### config.mk
export PLATFORM = sky130hd
export DESIGN_NAME = snac_reader_top
export DESIGN_NICKNAME = d
export VERILOG_FILES = /design/src/design/snac_pkg.sv /design/src/design/strobe_gen.sv /design/src/design/latch_sequencer.sv /design/src/design/pad_lane.sv /design/src/design/button_collector.sv /design/src/design/snac_reader_top.sv
export SDC_FILE = /design/constraint.sdc
export NUM_CORES = 1
export LEC_CHECK = 0
export BUFFER_PORTS_ARGS = -buffer_cell sky130_fd_sc_hd__buf_2
export CELL_PAD_IN_SITES_DETAIL_PLACEMENT = 1
export CELL_PAD_IN_SITES_GLOBAL_PLACEMENT = 2
export CORE_MARGIN = 1.5
export CORE_UTILIZATION = 41
export CTS_BUF_LIST = sky130_fd_sc_hd__clkbuf_8
export CTS_CLUSTER_SIZE = 12
export DETAILED_ROUTE_END_ITERATION = 7
export GPL_TIMING_DRIVEN = 1
export PLACE_DENSITY = 0.89
export SYNTH_ARGS = -nofsm -noshare
export SYNTH_HDL_FRONTEND = slang
export SYNTH_SLANG_ARGS = --single-unit
export TNS_END_PERCENT = 20
### constraint.sdc
create_clock -name i_clk -period 11.7 [get_ports i_clk]
set_clock_uncertainty 0.2 [all_clocks]
set_input_delay 0 -clock i_clk [delete_from_list [all_inputs] [get_ports i_clk]]
set_output_delay 0 -clock i_clk [all_outputs]
set_load 0.02 [all_outputs]
### src/design/snac_pkg.sv
// ~~~~~~~~~~~~~~~~~~~~~~~~~~~~~~
// Shared types and constants of the SNAC pad reader, imported by every block
// ~~~~~~~~~~~~~~~~~~~~~~~~~~~~~~
package snac_pkg;

    localparam int unsigned CLK_FREQ_HZ = 50_000_000;   // Master clock

    // Polling frequencies, the strobe runs at twice these
    localparam int unsigned FREQ_COMPAT_HZ = 100_000;
    localparam int unsigned FREQ_NORMAL_HZ = 200_000;
    localparam int unsigned FREQ_FAST_HZ   = 400_000;
    localparam int unsigned FREQ_VFAST_HZ  = 1_000_000;

    localparam int unsigned NUM_PADS   = 2;              // Player lanes
    localparam int          NES_BITS   = 8;
    localparam int          SNES_BITS  = 16;
    localparam int          SAMPLE_LAG = 2;              // Cycles from line change to sampling
    localparam logic [1:0]  IDLE_STROBES = 2'd2;         // Quiet strobes between frames

    typedef logic [31:0] phase_t;                        // Accumulator phase and step
    typedef logic [15:0] buttons_t;                      // 1 = pressed
    typedef logic [3:0]  bit_idx_t;                      // Bit slot in a frame

    // step = 2^32 * 2 * f_poll / f_clk, truncated
    localparam phase_t STEP_COMPAT = phase_t'(((64'd1 << 32) * (2 * FREQ_COMPAT_HZ)) / CLK_FREQ_HZ);
    localparam phase_t STEP_NORMAL = phase_t'(((64'd1 << 32) * (2 * FREQ_NORMAL_HZ)) / CLK_FREQ_HZ);
    localparam phase_t STEP_FAST   = phase_t'(((64'd1 << 32) * (2 * FREQ_FAST_HZ)) / CLK_FREQ_HZ);
    localparam phase_t STEP_VFAST  = phase_t'(((64'd1 << 32) * (2 * FREQ_VFAST_HZ)) / CLK_FREQ_HZ);

    typedef enum logic [1:0] {PAD_OFF = 2'd0, PAD_NES = 2'd1, PAD_SNES = 2'd2} pad_type_e;

    typedef enum logic [1:0] {
        RATE_COMPAT = 2'd0,   // 100 kHz
        RATE_NORMAL = 2'd1,   // 200 kHz
        RATE_FAST   = 2'd2,   // 400 kHz
        RATE_VFAST  = 2'd3    // 1 MHz
    } poll_rate_e;

    typedef enum logic [1:0] {IDLE, LATCH, CLK_HIGH, CLK_LOW} seq_state_e;

    typedef struct packed {
        logic clk;   // Shared pad clock
        logic lat;   // Shared latch
    } pad_lines_t;

    typedef struct packed {
        logic     sample;        // Take the data bit now
        logic     frame_start;   // New frame begins
        logic     last;          // This sample closes the frame
        bit_idx_t slot;
    } sample_t;

endpackage

### src/design/strobe_gen.sv
// ~~~~~~~~~~~~~~~~~~~~~~~~~~~~~~
// Fractional clock enable, one-cycle strobe at the carry of a phase accumulator
// ~~~~~~~~~~~~~~~~~~~~~~~~~~~~~~
`timescale 1ns/1ps

module strobe_gen
    import snac_pkg::*;
(
    input  logic   i_clk,
    input  logic   i_rst,   // Also restarts the phase on a rate change
    input  phase_t i_step,  // Zero stops the strobe
    output logic   o_stb
);

    phase_t phase_q;   // Accumulated phase
    phase_t phase_nx;
    logic   carry;

    // 33-bit add, the carry is the strobe
    assign {carry, phase_nx} = {1'b0, phase_q} + {1'b0, i_step};

    // Strobe in the same cycle as the wrapping add
    assign o_stb = carry;

    always_ff @(posedge i_clk) begin
        if (i_rst) begin
            phase_q <= '0;   // First strobe a full interval after reset
        end else begin
            phase_q <= phase_nx;
        end
    end

    // Spacing alternates between floor and ceiling of
    // CLK_FREQ_HZ / (2 * f_poll), the truncated step
    // leaves a tiny residue that slowly stretches one interval
    // now and then

endmodule

### src/design/latch_sequencer.sv
// ~~~~~~~~~~~~~~~~~~~~~~~~~~~~~~
// Drives latch and clock to both pads and tells the lanes when to sample
// ~~~~~~~~~~~~~~~~~~~~~~~~~~~~~~
`timescale 1ns/1ps

module latch_sequencer
    import snac_pkg::*;
(
    input  logic       i_clk,
    input  logic       i_rst,
    input  logic       i_stb,        // Twice the polling frequency
    input  pad_type_e  i_pad_type,
    output pad_lines_t o_lines,      // To the pad pins
    output sample_t    o_sample      // Broadcast to all lanes
);

    seq_state_e state;
    bit_idx_t   slot;                      // Slot of the most recent sample
    bit_idx_t   last_slot;
    logic [1:0] idle_cnt;                  // Quiet strobes left before the next latch
    sample_t    smp_now;                   // Formed together with the line change
    sample_t    smp_pipe [SAMPLE_LAG];     // Lets data pass the pin register first

    assign last_slot = (i_pad_type == PAD_SNES) ? bit_idx_t'(SNES_BITS - 1)
                                                : bit_idx_t'(NES_BITS - 1);

    always_ff @(posedge i_clk) begin
        if (i_rst) begin
            state    <= IDLE;
            slot     <= '0;
            idle_cnt <= '0;   // Latch on the first strobe
            o_lines  <= '0;
            smp_now  <= '0;
        end else begin
            smp_now <= '0;    // One-cycle pulses
            if (i_stb) begin
                case (state)
                    IDLE: begin
                        if (idle_cnt != '0) begin
                            idle_cnt <= idle_cnt - 1'b1;
                        end else if (i_pad_type != PAD_OFF) begin
                            o_lines.lat          <= 1'b1;   // Pads load their buttons
                            smp_now.frame_start  <= 1'b1;
                            state                <= LATCH;
                        end
                    end
                    LATCH: begin
                        o_lines.lat    <= 1'b0;   // Bit 0 now on the data line
                        slot           <= '0;
                        smp_now.sample <= 1'b1;
                        smp_now.slot   <= '0;
                        state          <= CLK_LOW;
                    end
                    CLK_LOW: begin
                        o_lines.clk <= 1'b1;      // Pad shifts to the next bit
                        state       <= CLK_HIGH;
                    end
                    default: begin                // CLK_HIGH
                        o_lines.clk <= 1'b0;
                        if (slot == last_slot) begin
                            idle_cnt <= IDLE_STROBES;   // Trailing pulse done
                            state    <= IDLE;
                        end else begin
                            slot           <= slot + 1'b1;
                            smp_now.sample <= 1'b1;
                            smp_now.slot   <= slot + 1'b1;
                            smp_now.last   <= ((slot + 1'b1) == last_slot);
                            state          <= CLK_LOW;
                        end
                    end
                endcase
            end
        end
    end

    always_ff @(posedge i_clk) begin
        if (i_rst) begin
            for (int i = 0; i < SAMPLE_LAG; i++) smp_pipe[i] <= '0;
        end else begin
            smp_pipe[0] <= smp_now;
            for (int i = 1; i < SAMPLE_LAG; i++) smp_pipe[i] <= smp_pipe[i-1];
        end
    end

    assign o_sample = smp_pipe[SAMPLE_LAG-1];

endmodule

### src/design/pad_lane.sv
// ~~~~~~~~~~~~~~~~~~~~~~~~~~~~~~
// One player: assembles the serial frame and offers it by req/ack
// ~~~~~~~~~~~~~~~~~~~~~~~~~~~~~~
`timescale 1ns/1ps

module pad_lane
    import snac_pkg::*;
(
    input  logic     i_clk,
    input  logic     i_rst,
    input  logic     i_data,      // Registered pad data, low = pressed
    input  sample_t  i_sample,
    input  logic     i_ack,
    output logic     o_req,
    output buttons_t o_buttons    // Stable while o_req is high
);

    logic filling;    // Current frame accepted
    logic held;       // Word done but previous ack still up
    logic busy_out;   // Word not yet handed over
    logic last_smp;

    assign busy_out = o_req | held;
    assign last_smp = i_sample.sample & i_sample.last & filling;

    always_ff @(posedge i_clk) begin
        if (i_rst) begin
            filling <= 1'b0;
            held    <= 1'b0;
            o_req   <= 1'b0;
        end else begin
            if (i_sample.frame_start) filling <= !busy_out;   // Drop frame under back-pressure
            else if (last_smp)        filling <= 1'b0;

            if (o_req && i_ack) begin
                o_req <= 1'b0;                  // Collector has the word
            end else if ((last_smp || held) && !i_ack) begin
                o_req <= 1'b1;
                held  <= 1'b0;
            end else if (last_smp) begin
                held  <= 1'b1;                  // Wait for ack to fall
            end
        end
    end

    // NES frames never touch the upper byte, so it stays zero
    always_ff @(posedge i_clk) begin
        if (i_sample.frame_start && !busy_out) o_buttons <= '0;
        else if (i_sample.sample && filling)   o_buttons[i_sample.slot] <= ~i_data;
    end

endmodule

### src/design/button_collector.sv
// ~~~~~~~~~~~~~~~~~~~~~~~~~~~~~~
// Takes both lane words in one go and publishes them with a busy flag
// ~~~~~~~~~~~~~~~~~~~~~~~~~~~~~~
`timescale 1ns/1ps

module button_collector
    import snac_pkg::*;
(
    input  logic                i_clk,
    input  logic                i_rst,
    input  logic                i_frame_start,
    input  logic [NUM_PADS-1:0] i_req,
    input  buttons_t            i_words [NUM_PADS],
    output logic [NUM_PADS-1:0] o_ack,
    output buttons_t            o_p1_buttons,
    output buttons_t            o_p2_buttons,
    output logic                o_busy
);

    logic all_req;
    logic publish;

    assign all_req = &i_req;             // Every lane has a word
    assign publish = &(o_ack & i_req);   // Acks up, words still held

    always_ff @(posedge i_clk) begin
        if (i_rst) begin
            o_ack        <= '0;
            o_p1_buttons <= '0;
            o_p2_buttons <= '0;
            o_busy       <= 1'b0;
        end else begin
            // Return phase, per lane
            for (int p = 0; p < NUM_PADS; p++) begin
                if (o_ack[p] && !i_req[p]) o_ack[p] <= 1'b0;
            end
            if (all_req && (o_ack == '0)) o_ack <= '1;

            if (publish) begin
                o_p1_buttons <= i_words[0];
                o_p2_buttons <= i_words[1];
            end

            // Busy spans latch to publication
            if (i_frame_start) o_busy <= 1'b1;
            else if (publish)  o_busy <= 1'b0;
        end
    end

    // Two cycles from both reqs high to new words on the outputs,
    // one to raise ack and one to register with ack seen

endmodule

### src/design/snac_reader_top.sv
// ~~~~~~~~~~~~~~~~~~~~~~~~~~~~~~
// SNAC reader for NES/SNES pads on the cartridge port, configuration A pins
// ~~~~~~~~~~~~~~~~~~~~~~~~~~~~~~
`timescale 1ns/1ps

module snac_reader_top
    import snac_pkg::*;
(
    input  logic       i_clk,
    input  logic       i_rst,
    input  pad_type_e  i_pad_type,
    input  poll_rate_e i_rate,
    input  logic [7:4] i_bk0_in,      // Bit 4 player 1, bit 5 player 2 data
    output logic [7:6] o_bk1_out,     // Bit 6 clk, bit 7 lat
    output buttons_t   o_p1_buttons,
    output buttons_t   o_p2_buttons,
    output logic       o_busy
);

    pad_type_e           pad_type_q;
    poll_rate_e          rate_q;
    logic                blk_rst;        // Reset of every block
    phase_t              step;
    logic                stb;
    pad_lines_t          lines;
    sample_t             sample;
    logic [NUM_PADS-1:0] pad_data_q;     // Pin register
    logic [NUM_PADS-1:0] req;
    logic [NUM_PADS-1:0] ack;
    buttons_t            words [NUM_PADS];

    // Settings and pins, change of type or rate restarts everything
    always_ff @(posedge i_clk) begin
        pad_type_q <= i_pad_type;
        rate_q     <= i_rate;
        blk_rst    <= i_rst || (i_pad_type != pad_type_q) || (i_rate != rate_q);
        pad_data_q <= i_bk0_in[5:4];   // Bits 7:6 unused here
    end

    // Rate table
    always_comb begin
        if (pad_type_q == PAD_OFF) begin
            step = '0;                      // No strobes, lines stay low
        end else begin
            case (rate_q)
                RATE_COMPAT: step = STEP_COMPAT;
                RATE_NORMAL: step = STEP_NORMAL;
                RATE_FAST:   step = STEP_FAST;
                default:     step = STEP_VFAST;
            endcase
        end
    end

    strobe_gen u_strobe_gen (.i_clk(i_clk), .i_rst(blk_rst), .i_step(step), .o_stb(stb));

    latch_sequencer u_latch_sequencer (
        .i_clk      (i_clk),
        .i_rst      (blk_rst),
        .i_stb      (stb),
        .i_pad_type (pad_type_q),
        .o_lines    (lines),
        .o_sample   (sample)
    );

    assign o_bk1_out = {lines.lat, lines.clk};

    for (genvar p = 0; p < NUM_PADS; p++) begin : g_lane
        pad_lane u_pad_lane (
            .i_clk     (i_clk),
            .i_rst     (blk_rst),
            .i_data    (pad_data_q[p]),
            .i_sample  (sample),
            .i_ack     (ack[p]),
            .o_req     (req[p]),
            .o_buttons (words[p])
        );
    end

    button_collector u_button_collector (
        .i_clk         (i_clk),
        .i_rst         (blk_rst),
        .i_frame_start (sample.frame_start),
        .i_req         (req),
        .i_words       (words),
        .o_ack         (ack),
        .o_p1_buttons  (o_p1_buttons),
        .o_p2_buttons  (o_p2_buttons),
        .o_busy        (o_busy)
    );

endmodule

* Word-level counts from Yosys, hierarchy flattened
Memories as Yosys holds them, arrays and structs flattened.
Index checks and enable logic that the tools add are counted.
** Word-level totals
- Bits in latches :: 0
- Logic and storage cells :: 158
- Memories kept :: 1
- Memory bits (read-only) :: 0
- Input bits :: 10
- Bits in writable memories :: 14
- Output and inout port bits :: 35
- Register bits :: 129
** Operators by class
- Add/sub/neg operators :: 3
- Divide/modulo/power cells :: 0
- Eq/ne operators :: 13
- Multipliers :: 0
- Reductions and logical operators :: 54
- Shift operators :: 0
- $lt $le $gt $ge :: 2
- Multiplexer cells :: 41
- Bitwise operators :: 17
** Memories
- u_latch_sequencer.smp_pipe :: words 2, bits a word 7, read ports 2, clocked after Yosys merged registers in 0, wr ports 2, line latch_sequencer.sv:22 : sample_t smp_pipe [SAMPLE_LAG];
** Operators with widths (count)
- $pmux W28 S3 :: 1
- $add A32 B28 Y33 :: 1
- $bwmux W16 :: 2
- $mux W28 :: 1
- $reduce_bool A2 Y1 :: 11
- $mux W1 :: 20
- $mux W7 :: 2
- $logic_and A1 B1 Y1 :: 12
- $mux W2 :: 6
- $reduce_or A2 Y1 :: 6
- $reduce_and A2 Y1 :: 5
- $not A1 Y1 :: 9
- $eq A4 B4 Y1 :: 2
- $logic_not A2 Y1 :: 4
- $mux W4 :: 2
- $pmux W4 S2 :: 1
- $reduce_and A4 Y1 :: 2
- $eq A2 B2 Y1 const B :: 3
- $logic_not A1 Y1 :: 6
- $pmux W1 S2 :: 3
- $pmux W2 S3 :: 1
- $reduce_and A3 Y1 :: 2
- $reduce_or A6 Y1 :: 1
- $lt A4 B5 Y1 const B :: 1
- 14 further kinds :: 26

* Logic depth before layout (Yosys ltp)
Gate-level depths: netlist of run 1.
An unclocked memory read counts as a cell.
- Depth in word-level cells :: 7
- Depth in mapped cells :: 16
- Mapped depth without buffers :: 14

* By module
A second synthesis of run 1 with hierarchy kept.
** Second synthesis, totals
- Cell total of the unflattened synthesis :: 846
- Area total of the unflattened synthesis :: 7612.3 sq um
** By module, submodules not included
- strobe_gen :: cells each 324, seq. area each 640.6 sq um, area an instance 2620.0 sq um, instances 1
- pad_lane :: cells each 95, seq. area each 380.4 sq um, area an instance 848.3 sq um, instances 2
- button_collector :: cells each 150, seq. area each 700.7 sq um, area an instance 1585.3 sq um, instances 1
- latch_sequencer :: cells each 142, seq. area each 620.6 sq um, area an instance 1317.5 sq um, instances 1
- snac_reader_top :: cells each 40, seq. area each 140.1 sq um, area an instance 392.9 sq um, instances 1

* Least setup slack after synthesis of run 1
OpenSTA, ideal clock, no wires.
- Path kind :: reg-to-reg
- From :: register pad_type_q[1]
- To :: register u_latch_sequencer.state[0]
- Stages on the path, launching flop included :: 14
- Setup time :: 0.116 ns
- Buffers on the path :: 2
- Arrival time :: 3.474 ns
- Clock period less this slack :: 3.790 ns
- Data required time :: 11.384 ns
- Slack :: 7.910 ns
- Cell sequence :: dfxtp_1 or2_2 clkbuf_1 and2_1 or2_2 ha_1 buf_2 nand4_1 nor4_1 a22oi_1 o31ai_1 o41ai_1 or4_1 a31o_2
** On the way
- Longest elaborated chain between the ends :: 5
- Elaborated cells on any way between the ends :: 11
- Classes of those cells :: 1 x add/sub; 3 x eq/ne; 4 x mux; 3 x reduce/logical
** Ends and longest elaborated chain
- start, declared :: line snac_reader_top.sv:20 : pad_type_e pad_type_q;
- start signal, assigned :: line snac_reader_top.sv:34 : pad_type_q <= i_pad_type;
- branches (longest 5 deep; another with $add A32 B28 Y33)
- end signal, assigned :: line latch_sequencer.sv:29 : state <= IDLE;
- end signal, assigned :: line latch_sequencer.sv:44 : state <= LATCH;
- end signal, assigned :: line latch_sequencer.sv:62 : state <= IDLE;
- end, declared :: line latch_sequencer.sv:17 : seq_state_e state;
Several ways; the timed one is not identified.
A chain may end at the register's enable or synchronous reset.

* Final worst setup path of run 1
- From :: register pad_type_q[1]
- To :: register u_latch_sequencer.smp_now[4] (netlist name)
** On the way
- Longest elaborated chain between the ends :: 5
- Elaborated cells on any way between the ends :: 9
- Classes of those cells :: 1 x add/sub; 3 x eq/ne; 2 x mux; 1 x bitwise; 2 x reduce/logical
** Ends and longest elaborated chain
- $logic_not A2 Y1 :: line snac_reader_top.sv:42 : if (pad_type_q == PAD_OFF) begin
- $mux W28 :: line snac_reader_top.sv:42
- $add A32 B28 Y33 :: line strobe_gen.sv:20 : assign {carry, phase_nx} = {1'b0, phase_q} + {1'b0, i_step};
- $not A1 Y1 (no line)
- $reduce_or A6 Y1 (no line)
- end, declared :: line latch_sequencer.sv:21 : sample_t smp_now;
Parallel ways exist; a longest one is shown, timed or not.

==> results.md, run 1 <==
* Setup crit end kind: flip-flop
* Die area at 17100 um^2
* Height of the chip at 131 um
* Total of buffers placed on input and output ports at 42
* Required arrival time at the worst endpoint at about 12 ns
* Largest net degree at the start of global routing at 95
* Count of flip-flops with a built-in enable after synthesis at 0
* Number of primary I/O pins at between 40 and 50
* Post-Syn Area per Cell at 8.36 um^2
* Global-route usage over all layers at between 20 and 25%
* Number of hold violations in the final report at 0
* Post-layout minimum cycle time at 4.64 ns
* Post-Syn Instances at 800
* Result of the run: finished clean
* Number of buffers created by CTS at 17
* HPWL reported at the end of detailed placement at around 12000 um
* NumNets Final at approximately 880
* Average routed wire per standard cell at ~16 um
* Peak VDD IR at 0.0000622 V
* Routed Wire Length at 16600 um
* Final max-slew violation count at 0
* Number of vias per cell after detailed routing at 5.35
* Row count at between 40 and 50
* Reg2reg setup slack at between 7 and 8 ns
* Total congestion overflow after global routing at 0
* Arrival time of the worst setup path at 4.82 ns
* DRC violation total after the first TritonRoute iteration at 247
* Type of the worst min-delay path: in -> reg
* Asr flop ratio synth at 0%
* Routed Antenna Nets at 0
* CTS Root Buffer Type: clkbuf_8
* Clock Tree Buf Depth at 2
* Transition at the pin with the smallest max-transition slack at about 1.2 ns
* Post-CTS setup repair buffer count at 0
* Starting density of the core at 42.1%
* Worst Setup Path Type: reg -> reg
* Final setup violation count at 0
* Diode insertion count for antenna repair at 0
* Number of remaining DRC errors at 0
* Global-route wire length before repair at 27900 um
* Number of synthesis warnings at 0
* Critical-path maximum fanout at 13
* Leakage power of the design at 2.86 nW
* Final weighted congestion of routability-driven global placement at 0.833
* Fillers at ~2k
* Core outline area at 15900 um^2
* Post-route setup TNS at 0 ns
* Worst-skew pair later-pin latency at 0.45 ns
* Floorplan die width at approximately 130 um
* Setup slack after placement at around 7 ns
* Max-Cap Viols at 0
* Non-filler instance count after layout at between 1k and 1.5k
* Number of global-route vias before repair at between 5k and 6k
* RSZ-0062 raised after global routing: false
* Highest-count cells in the layout ignoring fill and taps: dfxtp_1 (142), nor2_1 (128), nand2_1 (92)
* Via total after detailed routing at 5677
* Worst slew margin relative to its limit at about 22%
* Layout cell share with drive strength beyond 1 at 10.5%
* Most common library cell in the layout ignoring fill and taps: dfxtp_1
* Final worst slack at 7.06 ns
* Relative area change from synthesis to final layout at 12.4%
* Final worst path period share at 39.7%
* CTS tree: done
* Area of the mapped netlist at ~6700 um^2
* Max Fclk at 0.216 GHz
* Worst setup SP type: flip-flop
* Initial antenna violation count at 0
* First-pass iteration count of the detailed router at 4
* Count of distinct cell types in the synthesized netlist at 57
* Post-Syn Nets at around 850
* Portion of the post-synthesis area used by sequential elements at 42.8%
* Placed Instances at 1017
* Number of levels in the clock H-tree at 4
* Power density relative to cell area at 123 nW/um^2
* Clock slew at the register clock pins of the worst setup and hold paths at about 0.08 ns
* Final Util at 47.3%
* Clk sinks at 143
* #FFs+latches synth at 143
* Top FF cell, synth: dfxtp_1
* Total power at 924 uW
-- per-stage QoR --
stage                     hold WS (ns)  area (um^2)
after global routing             0.156         7520
final                            0.172         7520
after detailed placement       -0.0948         7000
after floorplan                 -0.172         6690
after global placement         -0.0965         7000
after CTS                       0.0727         7520
-- synth_stat cells, types with 2 or more instances --
master | instances | area, um^2
buf_1 | 2 | 7.51
a21boi_0 | 2 | 15.0
xnor2_1 | 20 | 175
o21a_1 | 4 | 30.0
nand2b_1 | 4 | 25.0
a31oi_1 | 4 | 25.0
a21oi_1 | 66 | 330
o21bai_1 | 4 | 30.0
nand4_1 | 17 | 106
nand4b_1 | 4 | 35.0
a41oi_1 | 2 | 17.5
o31ai_1 | 7 | 52.6
clkbuf_1 | 33 | 124
dfxtp_1 | 143 | 2860
nor3_1 | 17 | 85.1
a21o_1 | 18 | 135
nand2_1 | 92 | 345
nor2_1 | 128 | 480
a211oi_1 | 40 | 300
nand3_1 | 14 | 70.1
o41ai_1 | 2 | 17.5
o311ai_0 | 4 | 35.0
nor3b_1 | 2 | 15.0
nor4_1 | 5 | 31.3
and3_1 | 3 | 18.8
inv_1 | 18 | 67.6
nor2b_1 | 19 | 119
and2_1 | 10 | 62.6
ha_1 | 38 | 475
or2_2 | 3 | 18.8
buf_2 | 7 | 35.0
o211ai_1 | 3 | 22.5
a31o_2 | 3 | 26.3
o21ai_0 | 23 | 115
xor2_1 | 17 | 149
-- kinds of logic after synthesis --
group           count (synthesis)  synth area share, %
fa+ha+maj                      40                 7.58
buf+inv                        61                 3.67
compound gates                191                 18.6
xor+xnor                       37                 4.85
simple gates                  326                 22.2
mux                             2                0.318
flops                         143                 42.8
-- sequential cells by signal, summed over array words and instances (netlist names) --
name	flops
blk_rst	1
g_lane.u_pad_lane.filling	2
g_lane.u_pad_lane.held	2
g_lane.u_pad_lane.o_buttons	32
g_lane.u_pad_lane.o_req	2
pad_data_q	2
pad_type_q	2
rate_q	2
u_button_collector.o_ack	2
u_button_collector.o_busy	1
u_button_collector.o_p1_buttons	16
u_button_collector.o_p2_buttons	16
u_latch_sequencer.idle_cnt	2
u_latch_sequencer.o_lines	2
u_latch_sequencer.slot	4
u_latch_sequencer.smp_now	7
u_latch_sequencer.smp_pipe	14
u_latch_sequencer.state	2
u_strobe_gen.phase_q	32
-- area by class of cell --
type / instances / area (um^2) / area share (%)
timing repair buffer: 57 / 355 / 4.73
tap: 216 / 270 / 3.60
inverter: 18 / 67.6 / 0.899
multi-input combinational: 596 / 3580 / 47.6
sequential: 143 / 2860 / 38.1
clock inverter: 14 / 134 / 1.78
clock buffer: 18 / 248 / 3.30
-- path summary, 6_finish.rpt --
path	from	endpoint	cells after the start
min	i_rate[0]	blk_rst	4
min reg2reg	u_latch_sequencer.smp_now[6]	u_latch_sequencer.smp_pipe[0][6]	1
max reg2reg	pad_type_q[1]	u_latch_sequencer.smp_now[4]	13
max	pad_type_q[1]	u_latch_sequencer.smp_now[4]	13
-- where the power goes --
group	switching, mW	internal, mW
logic	0.0316	0.0200
clock network	0.203	0.178
registers	0.00366	0.488
-- layer usage --
layer / track usage [%] / share of wire (%)
met1: 27.0 / 49
met2: 34.2 / 47
met3: 4.07 / 2.1
met4: 6.14 / 1.4
met5: 0 / 0
-- critical path, cell delays in order, from the launching register on --
cell and delay (ns):
dfxtp_1 0.37, or2_2 0.38, and2_1 0.30, nor2_1 0.23
inv_1 0.15, ha_1 0.46, nand4_1 0.22, nor4_1 0.60
a22oi_1 0.15, o31ai_1 0.20, o41ai_1 0.28, or3_4 0.52
nor3_1 0.30, and3_1 0.21
-- timing repair --
item | CTS | global route
hold endpoints to repair | 7 | 0
hold buffers | 13 | 0
gates resized for setup | 0 | 0
Note: power is estimated with default switching activity, not from simulation.
==> run 2: changes to the inputs <==
--- a/config.mk
+++ b/config.mk
@@ -9,12 +9,12 @@
 export CELL_PAD_IN_SITES_DETAIL_PLACEMENT = 1
 export CELL_PAD_IN_SITES_GLOBAL_PLACEMENT = 2
 export CORE_MARGIN = 1.5
-export CORE_UTILIZATION = 41
+export CORE_UTILIZATION = 38
 export CTS_BUF_LIST = sky130_fd_sc_hd__clkbuf_8
 export CTS_CLUSTER_SIZE = 12
 export DETAILED_ROUTE_END_ITERATION = 7
 export GPL_TIMING_DRIVEN = 1
-export PLACE_DENSITY = 0.89
+export PLACE_DENSITY = 0.83
 export SYNTH_ARGS = -nofsm -noshare
 export SYNTH_HDL_FRONTEND = slang
 export SYNTH_SLANG_ARGS = --single-unit
==> constraint.sdc (replaced) <==
create_clock -name i_clk -period 4.75 [get_ports i_clk]
set_clock_uncertainty 0.2 [all_clocks]
set_input_delay 0 -clock i_clk [delete_from_list [all_inputs] [get_ports i_clk]]
set_output_delay 0 -clock i_clk [all_outputs]
set_load 0.02 [all_outputs]
==> run 2 against run 1 <==
Against the previous run:
- power rose to 2.6 times the previous value
- first-iteration DRC count shrank 19%
- sequential share of layout area down 0.48 points
- largest power group unchanged
- maximum frequency rose by 8.0%
- routed wire length fell by 0.84%
- count of clock-buffer cells in the layout rose by 1
- sequential cell count unchanged
- sequential power increased by 150%
- largest cell class unchanged
- critical path depth is 1 lower
==> results.md, run 2 (same netlist as run 1, synthesis figures left out) <==
* Height of the chip at roughly 140 um
* Post-layout minimum cycle time at 4.29 ns
* Peak VDD IR at 0.000165 V
* Global-route usage over all layers at 18.9%
* Reg2Reg Launch Point: pad_type_q[1]
* Cells on worst reg2reg path at 12
* Number of global-route vias before repair at approximately 5.7k
* Number of levels in the clock H-tree at 4
* Relative area change from synthesis to final layout at 13.8%
* Final Cell Area at 7610 um^2
* Final setup violation count at 0
* Number of remaining DRC errors at 0
* Arrival time of the worst setup path at 4.44 ns
* Post-route setup TNS at 0 ns
* Die area at 18400 um^2
* DRC violation total after the first TritonRoute iteration at approximately 200
* Hold Crit Depth at 4
* Clock Tree Buf Depth at 2
* Number of vias per cell after detailed routing at 5.28
* Clk sinks at 143
* Max-Cap Viols at 0
* Reg2reg setup slack at 0.46 ns
* HPWL reported at the end of detailed placement at 11700 um
* Setup crit end kind: flip-flop
* Critical-path maximum fanout at 8
* Routed Wire Length at 16500 um
* Via total after detailed routing at 5669
* Type of the worst min-delay path: in -> reg
* Total of buffers placed on input and output ports at 42
* Average routed wire per standard cell at around 15 um
* Worst setup SP type: flip-flop
* Floorplan die width at roughly 140 um
* RSZ-0062 raised after global routing: false
* Placement-stage cell area at 7030 um^2
* Transition at the pin with the smallest max-transition slack at around 1.2 ns
* Largest net degree at the start of global routing at 56
* Most common library cell in the layout ignoring fill and taps: dfxtp_1
* Hold EP: blk_rst
* Core outline area at 17200 um^2
* Worst slew margin relative to its limit at about 22%
* Diode insertion count for antenna repair at 0
* Routed Antenna Nets at 0
* Placed Instances at 1028
* Result of the run: finished clean
* Number of primary I/O pins at 45
* Leakage power of the design at 2.92 nW
* NumNets Final at 884
* End of the worst register-to-register path: u_latch_sequencer.state[0]
* Worst-skew pair later-pin latency at 0.45 ns
* Number of hold violations in the final report at 0
* Worst Setup Path Type: reg -> reg
* Final max-slew violation count at 0
* Highest-count cells in the layout ignoring fill and taps: dfxtp_1 (142), nor2_1 (128), nand2_1 (92)
* Number of buffers created by CTS at 17
* First-pass iteration count of the detailed router at 4
* Registers with the highest flip-flop counts: g_lane.u_pad_lane.o_buttons x32, u_strobe_gen.phase_q x32
* Non-filler instance count after layout at 1073
* Startpoint of the most critical hold path: i_rst
* Final worst path period share at 90.4%
* Layout cell share with drive strength beyond 1 at about 11%
* Power density relative to cell area at 315 nW/um^2
* Required arrival time at the worst endpoint at 4.89 ns
* Clock slew at the register clock pins of the worst setup and hold paths at 0.08 ns
* Global-route wire length before repair at 27800 um
* Starting density of the core at 38.8%
* Max Fclk at 0.233 GHz
* Final weighted congestion of routability-driven global placement at approximately 0.84
* CTS Root Buffer Type: clkbuf_8
* Total congestion overflow after global routing at 0
* CTS tree: done
* Initial antenna violation count at 0
* Row count at 48
[run 2: report_power, final]
group | total [mW] | leakage, nW | switching (mW) | internal (mW)
registers | 1.22 | 1.15 | 0.0135 | 1.20
clock network | 1.06 | 0.220 | 0.498 | 0.560
logic | 0.122 | 1.54 | 0.0722 | 0.0495
total | 2.40 | 2.92 | 0.584 | 1.81
[run 2: timing repair]
item / in CTS / in global routing
hold buffers: 13 / 0
endpoints found under the setup margin: 0 / 10
resized for setup: 0 / 2
endpoints found under the hold margin: 7 / 0
setup buffers: 0 / 0
[run 2: final cells by class]
class | instances | area [um^2]
tap | 225 | 282
fill | 2012 | 9630
inverter | 18 | 67.6
timing repair buffer | 59 | 370
clock buffer | 19 | 262
multi-input combinational | 596 | 3590
clock inverter | 13 | 175
sequential | 143 | 2860
[run 2: per-stage QoR]
| step | util, % | worst slack [ns] | power [mW] | hold WS (ns) |
|---|---|---|---|---|
| 4_1_cts | 44.1 | 0.361 | 2.43 | 0.0856 |
| 3_3_place_gp | 40.8 | 0.473 | 1.35 | -0.0967 |
| 3_5_place_dp | 40.8 | 0.364 | 1.36 | -0.0956 |
| 5_1_grt | 44.2 | 0.0597 | 2.50 | 0.150 |
| 6_report | 44.2 | 0.455 | 2.40 | 0.134 |
| 2_1_floorplan | - | 0.960 | 1.33 | -0.172 |
[run 2: critical path: stages (launching register included)]
cell and delay [ns]:
dfxtp_1 0.36, or2_2 0.37, and2_1 0.29, nor2_1 0.22, inv_1 0.15, ha_1 0.44
o21ai_0 0.14, o21ai_0 0.22, o21ai_0 0.18, o31ai_1 0.51, o41ai_2 0.23, or4_1 0.62
a31o_2 0.28
[run 2: how the worst max path moves through the flow]
stage	startpoint	slack, ns	to	depth (start not counted)
floorplan	pad_type_q[1]	0.96	u_latch_sequencer.state[0]	13
global placement	pad_type_q[1]	0.47	u_latch_sequencer.o_lines[0]	13
detailed placement	pad_type_q[1]	0.36	u_latch_sequencer.slot[2]	13
CTS	pad_type_q[1]	0.36	u_latch_sequencer.o_lines[0]	13
global route	pad_type_q[1]	0.06	u_latch_sequencer.o_lines[1]	13
finish	pad_type_q[1]	0.46	u_latch_sequencer.state[0]	12
[run 2: per-layer routing]
layer	part of all wire, %	global-route usage (%)	vias up	wire (um)
met2	48	31.2	61	7870
met3	2.0	3.07	19	333
met5	0	0	-	0
met4	1.4	6.81	0	231
li1	-	-	2858	-
met1	49	24.8	2731	8010
==> run 3: changes to the inputs <==
==> constraint.sdc (replaced) <==
create_clock -name i_clk -period 4.8 [get_ports i_clk]
set_clock_uncertainty 0.2 [all_clocks]
set_input_delay 0 -clock i_clk [delete_from_list [all_inputs] [get_ports i_clk]]
set_output_delay 0 -clock i_clk [all_outputs]
set_load 0.02 [all_outputs]
==> run 3 against run 2 <==
Against the previous run:
- power fell by 5.5%
- via count down 1.4%
- first-iteration DRC count down 1.0%
- critical path depth grew 2
- non-clock buffer count is the same
- combinational power barely moved
- register-to-register slack is essentially flat
- critical path type unchanged
- largest power group unchanged
==> results.md, run 3 (same netlist as run 1, synthesis figures left out) <==
* Required arrival time at the worst endpoint at 4.96 ns
* Final max-slew violation count at 0
* Clk sinks at 143
* Final Util at between 40% and 50%
* Peak per-stage delay on the critical path at 0.56 ns
* Footprint of the multi-input gates at 3580 um^2
* Die area at 18400 um^2
* Final weighted congestion of routability-driven global placement at between 0.8 and 0.9
* Number of hold violations in the final report at 0
* Registers with the highest flip-flop counts: g_lane.u_pad_lane.o_buttons x32, u_strobe_gen.phase_q x32
* CTS tree: done
* Number of buffers created by CTS at 17
* Critical-path maximum fanout at 9
* Number of remaining DRC errors at 0
* DRC violation total after the first TritonRoute iteration at between 150 and 200
* Hold EP: blk_rst
* Cell with the largest stage delay on the worst path: nor3_2
* Type of the worst min-delay path: in -> reg
* Sequential cell area at 2860 um^2
* Global-route usage over all layers at 18.8%
* Transition at the pin with the smallest max-transition slack at 1.16 ns
* Relative area change from synthesis to final layout at 13.1%
* Worst slew margin relative to its limit at 22.4%
* Number of vias per cell after detailed routing at 5.21
* End of the worst register-to-register path: u_latch_sequencer.slot[2]
* Clock slew at the register clock pins of the worst setup and hold paths at 0.08 ns
* Average routed wire per standard cell at roughly 15 um
* HPWL reported at the end of detailed placement at 11700 um
* Final Cell Area at 7560 um^2
* Layout cell share with drive strength beyond 1 at 11.0%
* Total power at ~2.3 mW
* Number of primary I/O pins at 45
* First-pass iteration count of the detailed router at 4
* Number of levels in the clock H-tree at 4
* Max Fclk at ~0.23 GHz
* Total of buffers placed on input and output ports at 42
* Worst setup SP type: flip-flop
* Worst-skew pair later-pin latency at 0.45 ns
* Height of the chip at 136 um
* Global-route wire length before repair at 27700 um
* Power density relative to cell area at ~300 nW/um^2
* Highest-count cells in the layout ignoring fill and taps: dfxtp_1 (142), nor2_1 (128), nand2_1 (92)
* RSZ-0062 raised after global routing: false
* Reg2reg setup slack at 0.46 ns
* Routed Wire Length at 16300 um
* Setup crit end kind: flip-flop
* CTS Root Buffer Type: clkbuf_8
* Max-Cap Viols at 0
* Post-route setup TNS at 0 ns
* Total congestion overflow after global routing at 0
* Leakage power of the design at around 2.9 nW
* Via total after detailed routing at 5588
* Critical Path, Cell by Cell: inv_1 > ha_1 > nor2_1 > ha_1 > inv_1 > fa_1 > nor2b_1 > o311ai_0 > nand3_1 > o22ai_4 > nor4_2 > nor3_2 > a31oi_1 > a311oi_1
* Floorplan die width at 136 um
* Placement-stage cell area at between 7000 and 8000 um^2
* Post-CTS setup repair buffer count at 0
* Final worst path period share at 90.4%
* Non-filler instance count after layout at around 1.1k
* Worst Setup Path Type: reg -> reg
* Routed Antenna Nets at 0
* Startpoint of the most critical hold path: i_rst
* Number of global-route vias before repair at 5708
* Hold Crit Depth at 4
* Clock Tree Buf Depth at 2
* Core outline area at 17200 um^2
* Diode insertion count for antenna repair at 0
* Cells on worst reg2reg path at 14
* Fillers at 2055
* Largest net degree at the start of global routing at 56
* Initial antenna violation count at 0
* Starting density of the core at 38.8%
* Most common library cell in the layout ignoring fill and taps: dfxtp_1
* Row count at 48
* Reg2Reg Launch Point: rate_q[1]
* Peak VDD IR at 0.000163 V
* Arrival time of the worst setup path at 4.49 ns
* Post-layout minimum cycle time at roughly 4.3 ns
* Result of the run: finished clean
* NumNets Final at 884
* Placed Instances at 1028
* Final setup violation count at 0
[run 3: changes by cell type in the layout (fill, tap and decap cells not counted), sizes merged]
cell / before / now
bufinv: 3 / 1
clkinv: 3 / 2
clkbuf: 19 / 21
inv: 24 / 21
clkinvlp: 1 / 5
[run 3: how the worst max path moves through the flow]
| stage | start | endpoint | slack (ns) | cells past startpoint |
|---|---|---|---|---|
| after global placement | pad_type_q[1] | u_latch_sequencer.o_lines[0] | 0.54 | 13 |
| after floorplan | pad_type_q[1] | u_latch_sequencer.state[0] | 1.01 | 13 |
| after detailed placement | pad_type_q[1] | u_latch_sequencer.slot[2] | 0.45 | 13 |
| final | rate_q[1] | u_latch_sequencer.slot[2] | 0.46 | 14 |
| after CTS | rate_q[1] | u_latch_sequencer.slot[2] | 0.41 | 14 |
| after global routing | pad_type_q[1] | u_latch_sequencer.o_lines[0] | 0.004 | 13 |
[run 3: critical path, delay by kind of cell (launching register included)]
kind	cells	cell delay (ns)
AO/OA/AOI/OAI	4	1.03
flip-flops	1	0.48
buffers and inverters	2	0.19
adder cells (fa/ha/maj)	3	1.01
AND/OR/NAND/NOR	5	1.33
[run 3: through the flow]
step / setup WS, ns / hold WS, ns
floorplan: 1.01 / -0.172
global placement: 0.542 / -0.0968
detailed placement: 0.446 / -0.0955
CTS: 0.408 / 0.0632
global route: 0.00447 / 0.105
finish: 0.461 / 0.109
[run 3: metal layers]
| layer | track usage (%) | up-vias | wire [um] |
|---|---|---|---|
| li1 | - | 2854 | - |
| met1 | 24.2 | 2664 | 8070 |
| met2 | 32.0 | 55 | 7710 |
| met3 | 3.37 | 15 | 345 |
| met4 | 5.91 | 0 | 194 |
| met5 | 0 | - | 0 |
[run 3: report_power, final]
group | switching, mW | internal, mW | total (mW)
clock network | 0.475 | 0.467 | 0.942
logic | 0.0706 | 0.0489 | 0.119
registers | 0.0129 | 1.19 | 1.20
total | 0.558 | 1.71 | 2.27
[run 3: what timing repair did]
item | CTS | global route
setup endpoints to repair | 0 | 3
hold buffers | 13 | 0
endpoints found under the hold margin | 7 | 0
gates resized for setup | 0 | 1
[run 3: cell type report]
class                   count  share of cell area [%]
multi-input cells         596                    47.4
flip-flops and latches    143                    37.9
repair buffers             59                    4.90
clock buffers              21                    3.82
well taps                 225                    3.72
clock inverters            11                    1.37
inverters                  18                   0.894
